### src/mont_pkg.sv
// ==================================================================
// shared word types and FSM encodings for the modular exponentiator
// import into each module body that uses them
// ==================================================================
`default_nettype none

package mont_pkg;

    localparam int WORD_WIDTH        = 32;  // multiplier operand width
    localparam int DEFAULT_NUM_WORDS = 4;   // 128-bit operands

    typedef logic [WORD_WIDTH-1:0]   word_t;
    typedef logic [2*WORD_WIDTH-1:0] wide_t;  // {carry, sum} of one MAC

    typedef enum logic [2:0] {
        MP_IDLE,
        MP_MUL_PASS,     // acc += a[i] * b
        MP_CARRY_FOLD,   // fold carry into the top words
        MP_QUOTIENT,     // q = acc[0] * n' mod 2^W
        MP_REDUCE_PASS,  // acc = (acc + q * n) >> W
        MP_SHIFT_TOP,
        MP_SHIFT_CARRY,
        MP_FINISH
    } monpro_phase_t;

    typedef enum logic [2:0] {
        EX_IDLE,
        EX_TO_MONT,    // m_bar = MonPro(m, t)
        EX_FIND_TOP,   // seek the top set bit of e
        EX_SQUARE,
        EX_MULTIPLY,
        EX_FROM_MONT,  // c = MonPro(c_bar, 1)
        EX_DONE
    } exp_state_t;

endpackage

`default_nettype wire

### src/exp_sequencer.sv
// ==================================================================
// left-to-right binary exponent scan; schedules each Montgomery
// product on the engine and holds m_bar and c_bar between products
// ==================================================================
`default_nettype none

module exp_sequencer #(
    parameter int NUM_WORDS = mont_pkg::DEFAULT_NUM_WORDS
) (
    input  logic                                    clk,
    input  logic                                    reset,
    input  logic                                    start_compute,
    input  logic                                    operands_loaded,
    input  logic [NUM_WORDS*mont_pkg::WORD_WIDTH-1:0] m_vec,
    input  logic [NUM_WORDS*mont_pkg::WORD_WIDTH-1:0] e_vec,
    input  logic [NUM_WORDS*mont_pkg::WORD_WIDTH-1:0] r_vec,
    input  logic [NUM_WORDS*mont_pkg::WORD_WIDTH-1:0] t_vec,
    input  logic                                    mp_done,
    input  logic [NUM_WORDS*mont_pkg::WORD_WIDTH-1:0] mp_result,
    input  logic                                    unload_done,
    output logic                                    mp_start,
    output logic [NUM_WORDS*mont_pkg::WORD_WIDTH-1:0] mp_a,
    output logic [NUM_WORDS*mont_pkg::WORD_WIDTH-1:0] mp_b,
    output logic [NUM_WORDS*mont_pkg::WORD_WIDTH-1:0] result_vec,
    output logic                                    result_ready
);
    import mont_pkg::*;

    localparam int BITS = NUM_WORDS * WORD_WIDTH;
    localparam int PW   = $clog2(BITS);
    localparam logic [PW-1:0]   PTR_TOP = PW'(BITS - 1);
    localparam logic [BITS-1:0] ONE_VEC = BITS'(1);

    exp_state_t      state;
    logic [PW-1:0]   bit_ptr;  // current exponent bit
    logic [BITS-1:0] m_bar;
    logic [BITS-1:0] c_bar;
    logic            accept;

    assign accept       = (state == EX_IDLE) && start_compute && operands_loaded;
    assign result_ready = (state == EX_DONE);
    assign result_vec   = c_bar;

    // operands stay put for the whole product since state only moves on mp_done
    always_comb begin
        case (state)
            EX_TO_MONT: begin
                mp_a = m_vec;
                mp_b = t_vec;
            end
            EX_MULTIPLY: begin
                mp_a = c_bar;
                mp_b = m_bar;
            end
            EX_FROM_MONT: begin
                mp_a = c_bar;
                mp_b = ONE_VEC;
            end
            default: begin
                mp_a = c_bar;
                mp_b = c_bar;
            end
        endcase
    end

    always_ff @(posedge clk or posedge reset) begin
        if (reset) begin
            state    <= EX_IDLE;
            bit_ptr  <= '0;
            mp_start <= 1'b0;
        end else begin
            mp_start <= 1'b0;
            case (state)
                EX_IDLE: begin
                    if (accept) begin
                        state    <= EX_TO_MONT;
                        mp_start <= 1'b1;
                    end
                end
                EX_TO_MONT: begin
                    if (mp_done) begin
                        state   <= EX_FIND_TOP;
                        bit_ptr <= PTR_TOP;
                    end
                end
                EX_FIND_TOP: begin
                    if (e_vec[bit_ptr]) begin
                        state    <= EX_SQUARE;
                        mp_start <= 1'b1;
                    end else begin
                        bit_ptr <= bit_ptr - 1'b1;
                    end
                end
                EX_SQUARE: begin
                    if (mp_done) begin
                        mp_start <= 1'b1;
                        if (e_vec[bit_ptr]) begin
                            state <= EX_MULTIPLY;
                        end else if (bit_ptr == '0) begin
                            state <= EX_FROM_MONT;
                        end else begin
                            bit_ptr <= bit_ptr - 1'b1;  // square again
                        end
                    end
                end
                EX_MULTIPLY: begin
                    if (mp_done) begin
                        mp_start <= 1'b1;
                        if (bit_ptr == '0) begin
                            state <= EX_FROM_MONT;
                        end else begin
                            bit_ptr <= bit_ptr - 1'b1;
                            state   <= EX_SQUARE;
                        end
                    end
                end
                EX_FROM_MONT: begin
                    if (mp_done) begin
                        state <= EX_DONE;
                    end
                end
                EX_DONE: begin
                    if (unload_done) begin
                        state <= EX_IDLE;
                    end
                end
                default: state <= EX_IDLE;
            endcase
        end
    end

    always_ff @(posedge clk) begin
        if (accept) begin
            c_bar <= r_vec;  // R mod n, Montgomery form of 1
        end
        if (mp_done) begin
            if (state == EX_TO_MONT) begin
                m_bar <= mp_result;
            end else begin
                c_bar <= mp_result;
            end
        end
    end

    a_exponent_nonzero: assert property (
        @(posedge clk) disable iff (reset) accept |-> (|e_vec)
    );

    // operands must not be reloaded under a running exponentiation
    a_operands_held: assert property (
        @(posedge clk) disable iff (reset) (state != EX_IDLE) |-> operands_loaded
    );

endmodule

`default_nettype wire

### src/mod_exp_top.sv
// ==================================================================
// modular exponentiator m^e mod n; load operands, start_compute,
// then get_result once result_ready is high
// ==================================================================
`default_nettype none

module mod_exp_top #(
    parameter int NUM_WORDS = mont_pkg::DEFAULT_NUM_WORDS
) (
    input  logic            clk,
    input  logic            reset,
    input  logic            start_input,
    input  logic            start_compute,
    input  logic            get_result,
    input  mont_pkg::word_t m_word,
    input  mont_pkg::word_t e_word,
    input  mont_pkg::word_t n_word,
    input  mont_pkg::word_t r_word,
    input  mont_pkg::word_t t_word,
    input  mont_pkg::word_t nprime0,
    output mont_pkg::word_t res_out,
    output logic            res_valid,
    output logic            result_ready
);
    import mont_pkg::*;

    logic [NUM_WORDS*WORD_WIDTH-1:0] m_vec;
    logic [NUM_WORDS*WORD_WIDTH-1:0] e_vec;
    logic [NUM_WORDS*WORD_WIDTH-1:0] n_vec;
    logic [NUM_WORDS*WORD_WIDTH-1:0] r_vec;
    logic [NUM_WORDS*WORD_WIDTH-1:0] t_vec;
    logic [NUM_WORDS*WORD_WIDTH-1:0] mp_a;
    logic [NUM_WORDS*WORD_WIDTH-1:0] mp_b;
    logic [NUM_WORDS*WORD_WIDTH-1:0] mp_result;
    logic [NUM_WORDS*WORD_WIDTH-1:0] result_vec;
    word_t n_prime;
    logic  operands_loaded;
    logic  mp_start;
    logic  mp_done;
    logic  unload_done;

    operand_loader #(.NUM_WORDS(NUM_WORDS)) operand_loader_i (
        .clk(clk), .reset(reset), .start_input(start_input),
        .m_word(m_word), .e_word(e_word), .n_word(n_word),
        .r_word(r_word), .t_word(t_word), .nprime0(nprime0),
        .m_vec(m_vec), .e_vec(e_vec), .n_vec(n_vec), .r_vec(r_vec), .t_vec(t_vec),
        .n_prime(n_prime), .operands_loaded(operands_loaded)
    );

    exp_sequencer #(.NUM_WORDS(NUM_WORDS)) exp_sequencer_i (
        .clk(clk), .reset(reset), .start_compute(start_compute),
        .operands_loaded(operands_loaded),
        .m_vec(m_vec), .e_vec(e_vec), .r_vec(r_vec), .t_vec(t_vec),
        .mp_done(mp_done), .mp_result(mp_result), .unload_done(unload_done),
        .mp_start(mp_start), .mp_a(mp_a), .mp_b(mp_b),
        .result_vec(result_vec), .result_ready(result_ready)
    );

    monpro_engine #(.NUM_WORDS(NUM_WORDS)) monpro_engine_i (
        .clk(clk), .reset(reset), .mp_start(mp_start),
        .mp_a(mp_a), .mp_b(mp_b), .n_vec(n_vec), .n_prime(n_prime),
        .mp_done(mp_done), .mp_result(mp_result)
    );

    result_unloader #(.NUM_WORDS(NUM_WORDS)) result_unloader_i (
        .clk(clk), .reset(reset), .get_result(get_result),
        .result_ready(result_ready), .result_vec(result_vec),
        .res_out(res_out), .res_valid(res_valid), .unload_done(unload_done)
    );

endmodule

`default_nettype wire

### src/monpro_engine.sv
// ==================================================================
// word-serial CIOS Montgomery product, a * b * R^-1 mod n, through
// one registered multiply-accumulate; fixed latency per product
// ==================================================================
`default_nettype none

module monpro_engine #(
    parameter int NUM_WORDS = mont_pkg::DEFAULT_NUM_WORDS
) (
    input  logic                                    clk,
    input  logic                                    reset,
    input  logic                                    mp_start,
    input  logic [NUM_WORDS*mont_pkg::WORD_WIDTH-1:0] mp_a,
    input  logic [NUM_WORDS*mont_pkg::WORD_WIDTH-1:0] mp_b,
    input  logic [NUM_WORDS*mont_pkg::WORD_WIDTH-1:0] n_vec,
    input  mont_pkg::word_t                         n_prime,
    output logic                                    mp_done,
    output logic [NUM_WORDS*mont_pkg::WORD_WIDTH-1:0] mp_result
);
    import mont_pkg::*;

    localparam int IW = (NUM_WORDS > 1) ? $clog2(NUM_WORDS) : 1;
    localparam logic [IW-1:0] LAST_IDX = IW'(NUM_WORDS - 1);

    monpro_phase_t phase;
    logic [IW-1:0] i_idx;    // word of mp_a
    logic [IW-1:0] j_idx;    // word of mp_b / n_vec
    logic          capture;  // second half of a MAC step

    word_t acc [NUM_WORDS+2];  // running product plus two guard words
    word_t carry;
    word_t q;
    wide_t mac_q;
    word_t mac_x;
    word_t mac_y;
    word_t mac_z;
    word_t mac_c;
    word_t mac_lo;
    word_t mac_hi;

    assign mac_lo  = mac_q[WORD_WIDTH-1:0];
    assign mac_hi  = mac_q[2*WORD_WIDTH-1:WORD_WIDTH];
    assign mp_done = (phase == MP_FINISH);

    always_comb begin
        for (int k = 0; k < NUM_WORDS; k++) begin
            mp_result[k*WORD_WIDTH +: WORD_WIDTH] = acc[k];
        end
    end

    // operand select for the issue half
    always_comb begin
        mac_x = '0;
        mac_y = '0;
        mac_z = '0;
        mac_c = carry;
        case (phase)
            MP_MUL_PASS: begin
                mac_x = mp_a[i_idx*WORD_WIDTH +: WORD_WIDTH];
                mac_y = mp_b[j_idx*WORD_WIDTH +: WORD_WIDTH];
                mac_z = acc[j_idx];
                if (j_idx == '0) begin
                    mac_c = '0;
                end
            end
            MP_CARRY_FOLD, MP_SHIFT_TOP: mac_z = acc[NUM_WORDS];
            MP_QUOTIENT: begin
                mac_x = acc[0];
                mac_y = n_prime;
                mac_c = '0;
            end
            MP_REDUCE_PASS: begin
                mac_x = q;
                mac_y = n_vec[j_idx*WORD_WIDTH +: WORD_WIDTH];
                mac_z = acc[j_idx];
                if (j_idx == '0) begin
                    mac_c = '0;
                end
            end
            MP_SHIFT_CARRY: mac_z = acc[NUM_WORDS+1];
            default: mac_c = '0;
        endcase
    end

    always_ff @(posedge clk or posedge reset) begin
        if (reset) begin
            phase   <= MP_IDLE;
            i_idx   <= '0;
            j_idx   <= '0;
            capture <= 1'b0;
        end else if (phase == MP_IDLE) begin
            if (mp_start) begin
                phase   <= MP_MUL_PASS;
                i_idx   <= '0;
                j_idx   <= '0;
                capture <= 1'b0;
            end
        end else if (phase == MP_FINISH) begin
            phase <= MP_IDLE;  // mp_done lasts one cycle
        end else if (!capture) begin
            capture <= 1'b1;
        end else begin
            capture <= 1'b0;
            case (phase)
                MP_MUL_PASS, MP_REDUCE_PASS: begin
                    if (j_idx == LAST_IDX) begin
                        j_idx <= '0;
                        phase <= (phase == MP_MUL_PASS) ? MP_CARRY_FOLD : MP_SHIFT_TOP;
                    end else begin
                        j_idx <= j_idx + 1'b1;
                    end
                end
                MP_CARRY_FOLD: phase <= MP_QUOTIENT;
                MP_QUOTIENT:   phase <= MP_REDUCE_PASS;
                MP_SHIFT_TOP:  phase <= MP_SHIFT_CARRY;
                MP_SHIFT_CARRY: begin
                    if (i_idx == LAST_IDX) begin
                        phase <= MP_FINISH;
                    end else begin
                        i_idx <= i_idx + 1'b1;
                        phase <= MP_MUL_PASS;
                    end
                end
                default: phase <= MP_IDLE;
            endcase
        end
    end

    always_ff @(posedge clk) begin
        if (phase == MP_IDLE && mp_start) begin
            for (int k = 0; k < NUM_WORDS + 2; k++) begin
                acc[k] <= '0;
            end
        end else if (phase != MP_IDLE && phase != MP_FINISH) begin
            if (!capture) begin
                mac_q <= wide_t'(mac_x) * wide_t'(mac_y) + wide_t'(mac_z) + wide_t'(mac_c);
            end else begin
                case (phase)
                    MP_MUL_PASS: begin
                        acc[j_idx] <= mac_lo;
                        carry      <= mac_hi;
                    end
                    MP_CARRY_FOLD: begin
                        acc[NUM_WORDS]   <= mac_lo;
                        acc[NUM_WORDS+1] <= mac_hi;
                    end
                    MP_QUOTIENT: q <= mac_lo;  // low word only, mod 2^W
                    MP_REDUCE_PASS: begin
                        if (j_idx != '0) begin
                            acc[j_idx - 1'b1] <= mac_lo;  // shift down one word
                        end
                        carry <= mac_hi;
                    end
                    MP_SHIFT_TOP: begin
                        acc[NUM_WORDS-1] <= mac_lo;
                        carry            <= mac_hi;
                    end
                    MP_SHIFT_CARRY: acc[NUM_WORDS] <= mac_lo;
                    default: ;
                endcase
            end
        end
    end

    // the sequencer must wait for mp_done before the next product
    a_start_only_idle: assert property (
        @(posedge clk) disable iff (reset) mp_start |-> phase == MP_IDLE
    );

endmodule

`default_nettype wire

### src/operand_loader.sv
// ==================================================================
// captures the operand word streams, least significant word first,
// during the NUM_WORDS cycles that follow a start_input strobe
// ==================================================================
`default_nettype none

module operand_loader #(
    parameter int NUM_WORDS = mont_pkg::DEFAULT_NUM_WORDS
) (
    input  logic                                    clk,
    input  logic                                    reset,
    input  logic                                    start_input,
    input  mont_pkg::word_t                         m_word,
    input  mont_pkg::word_t                         e_word,
    input  mont_pkg::word_t                         n_word,
    input  mont_pkg::word_t                         r_word,
    input  mont_pkg::word_t                         t_word,
    input  mont_pkg::word_t                         nprime0,
    output logic [NUM_WORDS*mont_pkg::WORD_WIDTH-1:0] m_vec,
    output logic [NUM_WORDS*mont_pkg::WORD_WIDTH-1:0] e_vec,
    output logic [NUM_WORDS*mont_pkg::WORD_WIDTH-1:0] n_vec,
    output logic [NUM_WORDS*mont_pkg::WORD_WIDTH-1:0] r_vec,
    output logic [NUM_WORDS*mont_pkg::WORD_WIDTH-1:0] t_vec,
    output mont_pkg::word_t                         n_prime,
    output logic                                    operands_loaded
);
    import mont_pkg::*;

    localparam int IW = (NUM_WORDS > 1) ? $clog2(NUM_WORDS) : 1;
    localparam logic [IW-1:0] LAST_WORD = IW'(NUM_WORDS - 1);

    logic          loading;  // inside the load window
    logic [IW-1:0] word_cnt;

    always_ff @(posedge clk or posedge reset) begin
        if (reset) begin
            loading         <= 1'b0;
            word_cnt        <= '0;
            operands_loaded <= 1'b0;
        end else if (start_input) begin
            loading         <= 1'b1;  // this edge captures nothing
            word_cnt        <= '0;
            operands_loaded <= 1'b0;
        end else if (loading) begin
            if (word_cnt == LAST_WORD) begin
                loading         <= 1'b0;
                operands_loaded <= 1'b1;
            end else begin
                word_cnt <= word_cnt + 1'b1;
            end
        end
    end

    always_ff @(posedge clk) begin
        if (loading) begin
            m_vec[word_cnt*WORD_WIDTH +: WORD_WIDTH] <= m_word;
            e_vec[word_cnt*WORD_WIDTH +: WORD_WIDTH] <= e_word;
            n_vec[word_cnt*WORD_WIDTH +: WORD_WIDTH] <= n_word;
            r_vec[word_cnt*WORD_WIDTH +: WORD_WIDTH] <= r_word;
            t_vec[word_cnt*WORD_WIDTH +: WORD_WIDTH] <= t_word;
            if (word_cnt == '0) begin
                n_prime <= nprime0;  // sampled alongside word 0
            end
        end
    end

    // a restart inside the window would leave a mix of two operand sets
    a_no_restart_in_load: assert property (
        @(posedge clk) disable iff (reset) loading |-> !start_input
    );

endmodule

`default_nettype wire

### src/result_unloader.sv
// ==================================================================
// streams the finished result one word per cycle on get_result
// ==================================================================
`default_nettype none

module result_unloader #(
    parameter int NUM_WORDS = mont_pkg::DEFAULT_NUM_WORDS
) (
    input  logic                                    clk,
    input  logic                                    reset,
    input  logic                                    get_result,
    input  logic                                    result_ready,
    input  logic [NUM_WORDS*mont_pkg::WORD_WIDTH-1:0] result_vec,
    output mont_pkg::word_t                         res_out,
    output logic                                    res_valid,
    output logic                                    unload_done
);
    import mont_pkg::*;

    localparam int IW = (NUM_WORDS > 1) ? $clog2(NUM_WORDS) : 1;
    localparam logic [IW-1:0] LAST_WORD = IW'(NUM_WORDS - 1);

    logic [IW-1:0] word_cnt;  // word now on res_out

    assign unload_done = res_valid && (word_cnt == LAST_WORD);

    always_ff @(posedge clk or posedge reset) begin
        if (reset) begin
            res_valid <= 1'b0;
            res_out   <= '0;
            word_cnt  <= '0;
        end else if (res_valid) begin
            if (word_cnt == LAST_WORD) begin
                res_valid <= 1'b0;
                res_out   <= '0;  // bus idles at zero
            end else begin
                word_cnt <= word_cnt + 1'b1;
                res_out  <= result_vec[(word_cnt + 1'b1)*WORD_WIDTH +: WORD_WIDTH];
            end
        end else if (get_result && result_ready) begin
            res_valid <= 1'b1;
            word_cnt  <= '0;
            res_out   <= result_vec[WORD_WIDTH-1:0];  // lsw first
        end
    end

endmodule

`default_nettype wire

### config.mk
export PLATFORM = sky130hd
export DESIGN_NAME = mod_exp_top
export DESIGN_NICKNAME = d
export VERILOG_FILES = /design/src/mont_pkg.sv /design/src/exp_sequencer.sv /design/src/mod_exp_top.sv /design/src/monpro_engine.sv /design/src/operand_loader.sv /design/src/result_unloader.sv
export SDC_FILE = /design/constraint.sdc
export NUM_CORES = 2
export LEC_CHECK = 0
export BUFFER_PORTS_ARGS = -buffer_cell sky130_fd_sc_hd__buf_2
export CAP_MARGIN = 5
export CORE_UTILIZATION = 29
export CTS_CLUSTER_DIAMETER = 30
export CTS_CLUSTER_SIZE = 12
export DETAILED_ROUTE_END_ITERATION = 10
export SLEW_MARGIN = 5
export SYNTH_ARGS = -nofsm -noshare
export SYNTH_HDL_FRONTEND = slang
export SYNTH_SLANG_ARGS = --single-unit
### constraint.sdc
create_clock -name clk -period 12.7 [get_ports clk]
set_clock_uncertainty 0.15 [all_clocks]
set_input_delay 1.905 -clock clk [delete_from_list [all_inputs] [get_ports clk]]
set_output_delay 1.905 -clock clk [all_outputs]
set_load 0.005 [all_outputs]
=== Yosys cells after proc, flatten, opt, wreduce, memory -nomap -nowiden ===
Memory sizes are Yosys's and may differ from the RTL's.
Cells that the tools add are included.

* Word-level logic and storage cells: 247
* Flip-flop bits (word level): 1114
* Memory bits (writable): 192
* Memories kept: 1

{| class="wikitable"
|+ Memory list
! memory !! depth !! bits a word !! rd ports !! clocked after memory_dff !! wr ports !! line !! text
|-
| monpro_engine_i.acc || 6 || 32 || 7 || 0 || 6 || monpro_engine.sv:30 || <nowiki>word_t acc [NUM_WORDS+2];</nowiki>
|}

* Reduce and logical (&&, ||, !) cells: 42
* Shifts and indexed selects: 10
* $lt $le $gt $ge: 1
* Eq/ne operators: 34
* $mul: 1
* Bitwise operators: 6
* Muxes and demuxes: 118
* Add/sub/neg operators: 10

{| class="wikitable"
|+ Operators by type and width
! operator !! number
|-
| $bwmux W128 || 5
|-
| $shiftx A32 B34 Y128 || 5
|-
| $mux W128 || 4
|-
| $pmux W128 S3 || 1
|-
| $shiftx A128 B8 Y32 || 3
|-
| $mux W32 || 10
|-
| $pmux W32 S3 || 3
|-
| $add A64 B32 Y64 || 2
|-
| $shift A32 B34 Y128 const A || 1
|-
| $shiftx A128 B33 Y32 || 1
|-
| $mul A32 B32 Y64 || 1
|-
| $pmux W32 S2 || 1
|-
| $reduce_or A32 Y1 || 2
|-
| $mux W3 || 19
|-
| $mux W1 || 47
|-
| $mux W7 || 6
|-
| $mux W2 || 17
|-
| $neg A7 Y34 || 1
|-
| $pmux W7 S4 || 1
|-
| $eq A3 B3 Y1 const B || 7
|-
| $pmux W3 S7 || 1
|-
| $ne A2 B1 Y1 const B || 8
|-
| $pmux W3 S5 || 1
|-
| $reduce_bool A2 Y1 || 7
|-
| other kinds (30) || 68
|}

=== Depth between registers and ports, before layout ===
* Depth after elaboration: 9
* Gate-level depth with buffers: 39
* Gate-level depth less buffers: 34

=== Cells and area by module ===
A second synthesis with hierarchy kept.

* Cell total of the unflattened synthesis: 8535
* Area total of the unflattened synthesis: 94346.7 um^2

{| class="wikitable"
|+ Modules (own cells, without submodules)
! module !! cells an instance !! area each (um^2) !! sequential area each (um^2) !! times used
|-
| monpro_engine || 5165 || 51713.3 || 9809.4 || 1
|-
| operand_loader || 1430 || 24927.7 || 20279.4 || 1
|-
| exp_sequencer || 1744 || 15332.2 || 6681.4 || 1
|-
| result_unloader || 196 || 2373.5 || 875.8 || 1
|}

=== Worst setup path after synthesis ===
OpenSTA, ideal clock, no wires.

* Path kind: register -> register
* From: register monpro_engine_i.j_idx[0]
* To: register monpro_engine_i.mac_q[47] (data pin)
* Data arrival time: 9.199 ns
* Cell stages (with the launch flop): 37
* Path slack: 3.085 ns
* Setup time: 0.266 ns
* Required time: 12.284 ns
* Clock period less this slack: 9.615 ns
* Path through: dfrtp_1 buf_2 buf_2 buf_1 clkbuf_1 mux2i_1 nand2_1 o21ai_0 o21ai_0 a22oi_1 clkbuf_1 nor2_1 fa_1 fa_1 fa_1 inv_1 fa_1 inv_1 fa_1 inv_1 fa_1 inv_1 fa_1 inv_1 fa_1 inv_1 ha_1 clkbuf_1 nand2_1 o21ai_0 o21ai_0 a21oi_1 a21oi_1 o41ai_1 a21oi_1 o21bai_1 xor2_1

* Word-level cells in the longest chain between the ends: 5
* Elaborated cells on any way between the ends: 11

{| class="wikitable"
|+ RTL lines
! item !! line !! text
|-
| start: declaration || monpro_engine.sv:27 || <nowiki>logic [IW-1:0] j_idx;</nowiki>
|-
| start signal: assignment || monpro_engine.sv:110 || <nowiki>j_idx <= j_idx + 1'b1;</nowiki>
|-
| $shiftx A128 B8 Y32 (on tied branches) || monpro_engine.sv:74, monpro_engine.sv:60 ||
|-
| $pmux W32 S3 || monpro_engine.sv:57 || <nowiki>case (phase)</nowiki>
|-
| $mul A32 B32 Y64 || monpro_engine.sv:136 || <nowiki>mac_q <= wide_t'(mac_x) * wide_t'(mac_y) + wide_t'(mac_z) + wide_t'(mac_c);</nowiki>
|-
| $add A64 B32 Y64 || monpro_engine.sv:136 ||
|-
| $add A64 B32 Y64 (*) || monpro_engine.sv:136 ||
|-
| end signal: assignment || monpro_engine.sv:136 ||
|-
| end: declaration || monpro_engine.sv:33 || <nowiki>wide_t mac_q;</nowiki>
|}

Every way passes the cells marked *; elsewhere a longest branch is shown, timed or not.
A chain may end at the register's enable or synchronous reset.

=== Worst setup path after layout ===
* From: register monpro_engine_i.j_idx[0]
* To: register monpro_engine_i.mac_q[62] (data pin)

The elaborated chain is that of the path after synthesis.

==> results.md <==
- Most frequent cells in the layout: 1,120 x edfxtp_1, 1,070 x inv_1, 959 x fa_1, 804 x nand2_1, 804 x and2_1
- Starting Density: 29.14%
- Area contributors post-synth: edfxtp_1 36%, fa_1 21%, and2_1 5.4%
- Cts bufs inserted: 326
- Root buf cell: clkbuf_16
- Total number of yosys warnings: 0
- Critical path origin: monpro_engine_i.j_idx[0]$_DFFE_PP0P_
- Post-synth EDFFs: 1,120
- Final RePlAce weighted congestion: 0.9548
- Drt total wl: 354,700 um
- Syn avg cell area: 11.05 um2
- Worst Setup Path Type: flip-flop to flip-flop
- Final count of negative-setup-slack endpoints: 0
- Post-CTS Resized: 0
- Clk Latency, worst-skew pair: 0.95 ns
- Vias: 68.88k
- #FFs+latches synth: 1,306
- WL/cell: 26.60 um
- R2r endpoint: monpro_engine_i.mac_q[62]$_DFFE_PP_
- Drt drc: 0
- First-pass iteration count of the detailed router: 6
- Synth unique cells: 72
- Largest net degree at the start of global routing: 121
- Failing checks: capacitance limit, slew limit
- DR vias/cell: 5.165
- TritonCTS clock tree: built
- First-pass GRT wire length: 510,900 um
- CP Capture Type: flip-flop
- Share of cells above drive strength 1: 13.56%
- Post-Synthesis Cells: 8,471
- Post-synth top area share: 35.94%
- Commonest non-fill, non-tap cell in the layout: edfxtp_1
- CP max stage delay: 1.17 ns
- GRT Util Overall: 21.72%
- CORE AREA: 321,100 um2
- H-Tree Level Count: 5
- Syn-to-layout area delta: 19.14%
- Initial DRC count: 8,253
- Post-DRT Antenna Nets: 0
- Cell taking the most area after synthesis: edfxtp_1
- Hold Vio Cnt, Final: 0
- FP Rows: 208
- Die area: 324,900 um2
- Critical Path RT: 13.17 ns
- Total grt overflow: 0
- Post-CTS Setup Repair Bufs: 0
- Syn_nets: 9,914
- Mapped Area: 93,570 um2
- Cell repeated most along the worst path: fa_1
- Hold path startpoint: monpro_engine_i.acc[3][26]$_SDFFCE_PN0P_
- Startpoint class of the critical path: flip-flop
- Slack of the worst reg-to-reg path: 0.64 ns
- Max_cap viols: 1
- FF-to-FF Start: monpro_engine_i.j_idx[0]$_DFFE_PP0P_
- Worst hold path endpoint: exp_sequencer_i.m_bar[122]$_DFFE_PP_
- Post-layout min period: 12.06 ns
- Outcome: complete, but fails checks
- Max Freq: 82.90 MHz
- Initial antenna violation count: 112
- Die Span Y: 570.0 um
- Final net count: 10.19k
- CP max stage cell: o32ai_1
- Post-synthesis sequential area ratio: 40.23%
- PortBufs: 230
- # IOs: 231
- Worst Path Max Fanout: 41
- HPWL Detailed: 263,000 um
- Sink Count: 1,306
- Fin. max-slew vios: 2
- R2r worst-path depth: 31
- Slew margin rel.: -4.925%
- Period utilisation layout: 94.99%
- Tightest Pin Transition: 1.569 ns
- Reg clk slew, reported paths: 0.05 ns
- Ys flop type: edfxtp_1
- RSZ-0062 raised after global routing: no
- Post-synth ARST share: 4.441%
- Post-CTS Hold Buffers: 0
- Worst Hold Class: flip-flop to flip-flop
- Worst Path Arrival: 12.53 ns
- Fin Setup TNS: 0 ns
- Die Width: 570.0 um
- Vias in the first global route: 70.35k
- Clk buf depth: 4
- FILL cells: 31.67k
- Hold depth: 0
[sequential cells by signal (all words and copies together), names as in the netlist, 64 cells and up]
register and cells:
exp_sequencer_i.m_bar 128, exp_sequencer_i.result_vec 128, monpro_engine_i.acc 192, monpro_engine_i.mac_q 64, operand_loader_i.e_vec 128, operand_loader_i.m_vec 128, operand_loader_i.n_vec 128, operand_loader_i.r_vec 128
operand_loader_i.t_vec 128
[worst max-delay path by stage]
stage / to / slack (ns)
after floorplan: monpro_engine_i.mac_q[47]$_DFFE_PP_ / 3.08
after global placement: monpro_engine_i.mac_q[62]$_DFFE_PP_ / 1.07
after detailed placement: monpro_engine_i.mac_q[62]$_DFFE_PP_ / 0.95
after CTS: monpro_engine_i.mac_q[62]$_DFFE_PP_ / 0.86
after global routing: monpro_engine_i.mac_q[62]$_DFFE_PP_ / 0.25
final: monpro_engine_i.mac_q[62]$_DFFE_PP_ / 0.64
[cells by family (layout without fill, tap and decap cells)]
kind of cell / after synthesis / count (layout) / share of synthesized area (%)
XOR/XNOR: 65 / 65 / 0.6084
buffers and inverters: 1639 / 2166 / 6.631
AO/OA/AOI/OAI: 1162 / 1162 / 8.074
AND/OR/NAND/NOR: 2563 / 2563 / 13.07
multiplexers: 489 / 489 / 7.020
adder cells (fa/ha/maj): 1247 / 1247 / 24.37
flip-flops: 1306 / 1306 / 40.23
other: 0 / 33 / 0
[Yosys cell counts (8+ instances only)]
cell type,count
nand3_1,21
a21o_1,50
xor2_1,20
o211ai_1,29
o31ai_1,8
o21bai_1,18
a21oi_1,375
nor2_1,703
a22oi_1,127
a22o_1,44
nand4_1,16
nand2b_1,40
o32ai_1,51
o22a_1,69
nor2b_1,75
edfxtp_1,1120
buf_1,56
mux2i_1,348
dfrtp_1,58
ha_1,287
fa_1,959
o21ai_0,179
xnor2_1,45
and2_1,809
and3_1,48
o22ai_1,51
a31oi_1,21
o21ai_1,15
inv_1,1072
clkbuf_1,477
a221oi_1,62
mux2_2,8
a211oi_1,17
dfxtp_1,128
mux4_2,133
o21a_1,10
nor3_1,25
nand2_1,805
buf_2,24
[cell type report]
type | count | area (um2) | share of cell area [%]
Clock buffer | 404 | 8740 | 7.840
Sequential cell | 1306 | 37680 | 33.80
Multi-Input combinational cell | 5526 | 50060 | 44.91
Clock inverter | 179 | 2039 | 1.830
Inverter | 1078 | 4055 | 3.638
Tap cell | 4305 | 5386 | 4.832
Timing Repair Buffer | 505 | 3428 | 3.075
Antenna cell | 33 | 82.58 | 0.07408
[metal layers]
metal	vias up	wire (um)	GRT usage (%)
met3	820	39300	6.172
met1	35187	138500	28.12
li1	28929	-	-
met4	66	18750	10.67
met2	3876	157800	33.18
met5	-	392	0
[critical path, delay by kind of cell (launching register included)]
family / cells / cell delay, ns
AND/OR/NAND/NOR: 2 / 0.47
flip-flops: 1 / 0.74
AO/OA/AOI/OAI: 13 / 4.01
buffers and inverters: 6 / 1.42
adder cells (fa/ha/maj): 9 / 4.69
XOR/XNOR: 1 / 0.16
[metrics by stage]
stage / instances / utilization (%) / hold slack, ns / area, um2 / setup slack [ns]
finish: 13336 / 34.71 / 0.2861 / 111500 / 0.6368
floorplan: 8471 / - / 0.2674 / 93570 / 3.085
global placement: 12720 / 31.33 / 0.3110 / 100600 / 1.074
detailed placement: 12720 / 31.33 / 0.3121 / 100600 / 0.9510
CTS: 13303 / 34.69 / 0.2755 / 111400 / 0.8637
global route: 13321 / 34.70 / 0.2980 / 111400 / 0.2496
Power is not shown: default switching activity piles up to over one toggle a cycle in this logic, so the estimate is an artifact.
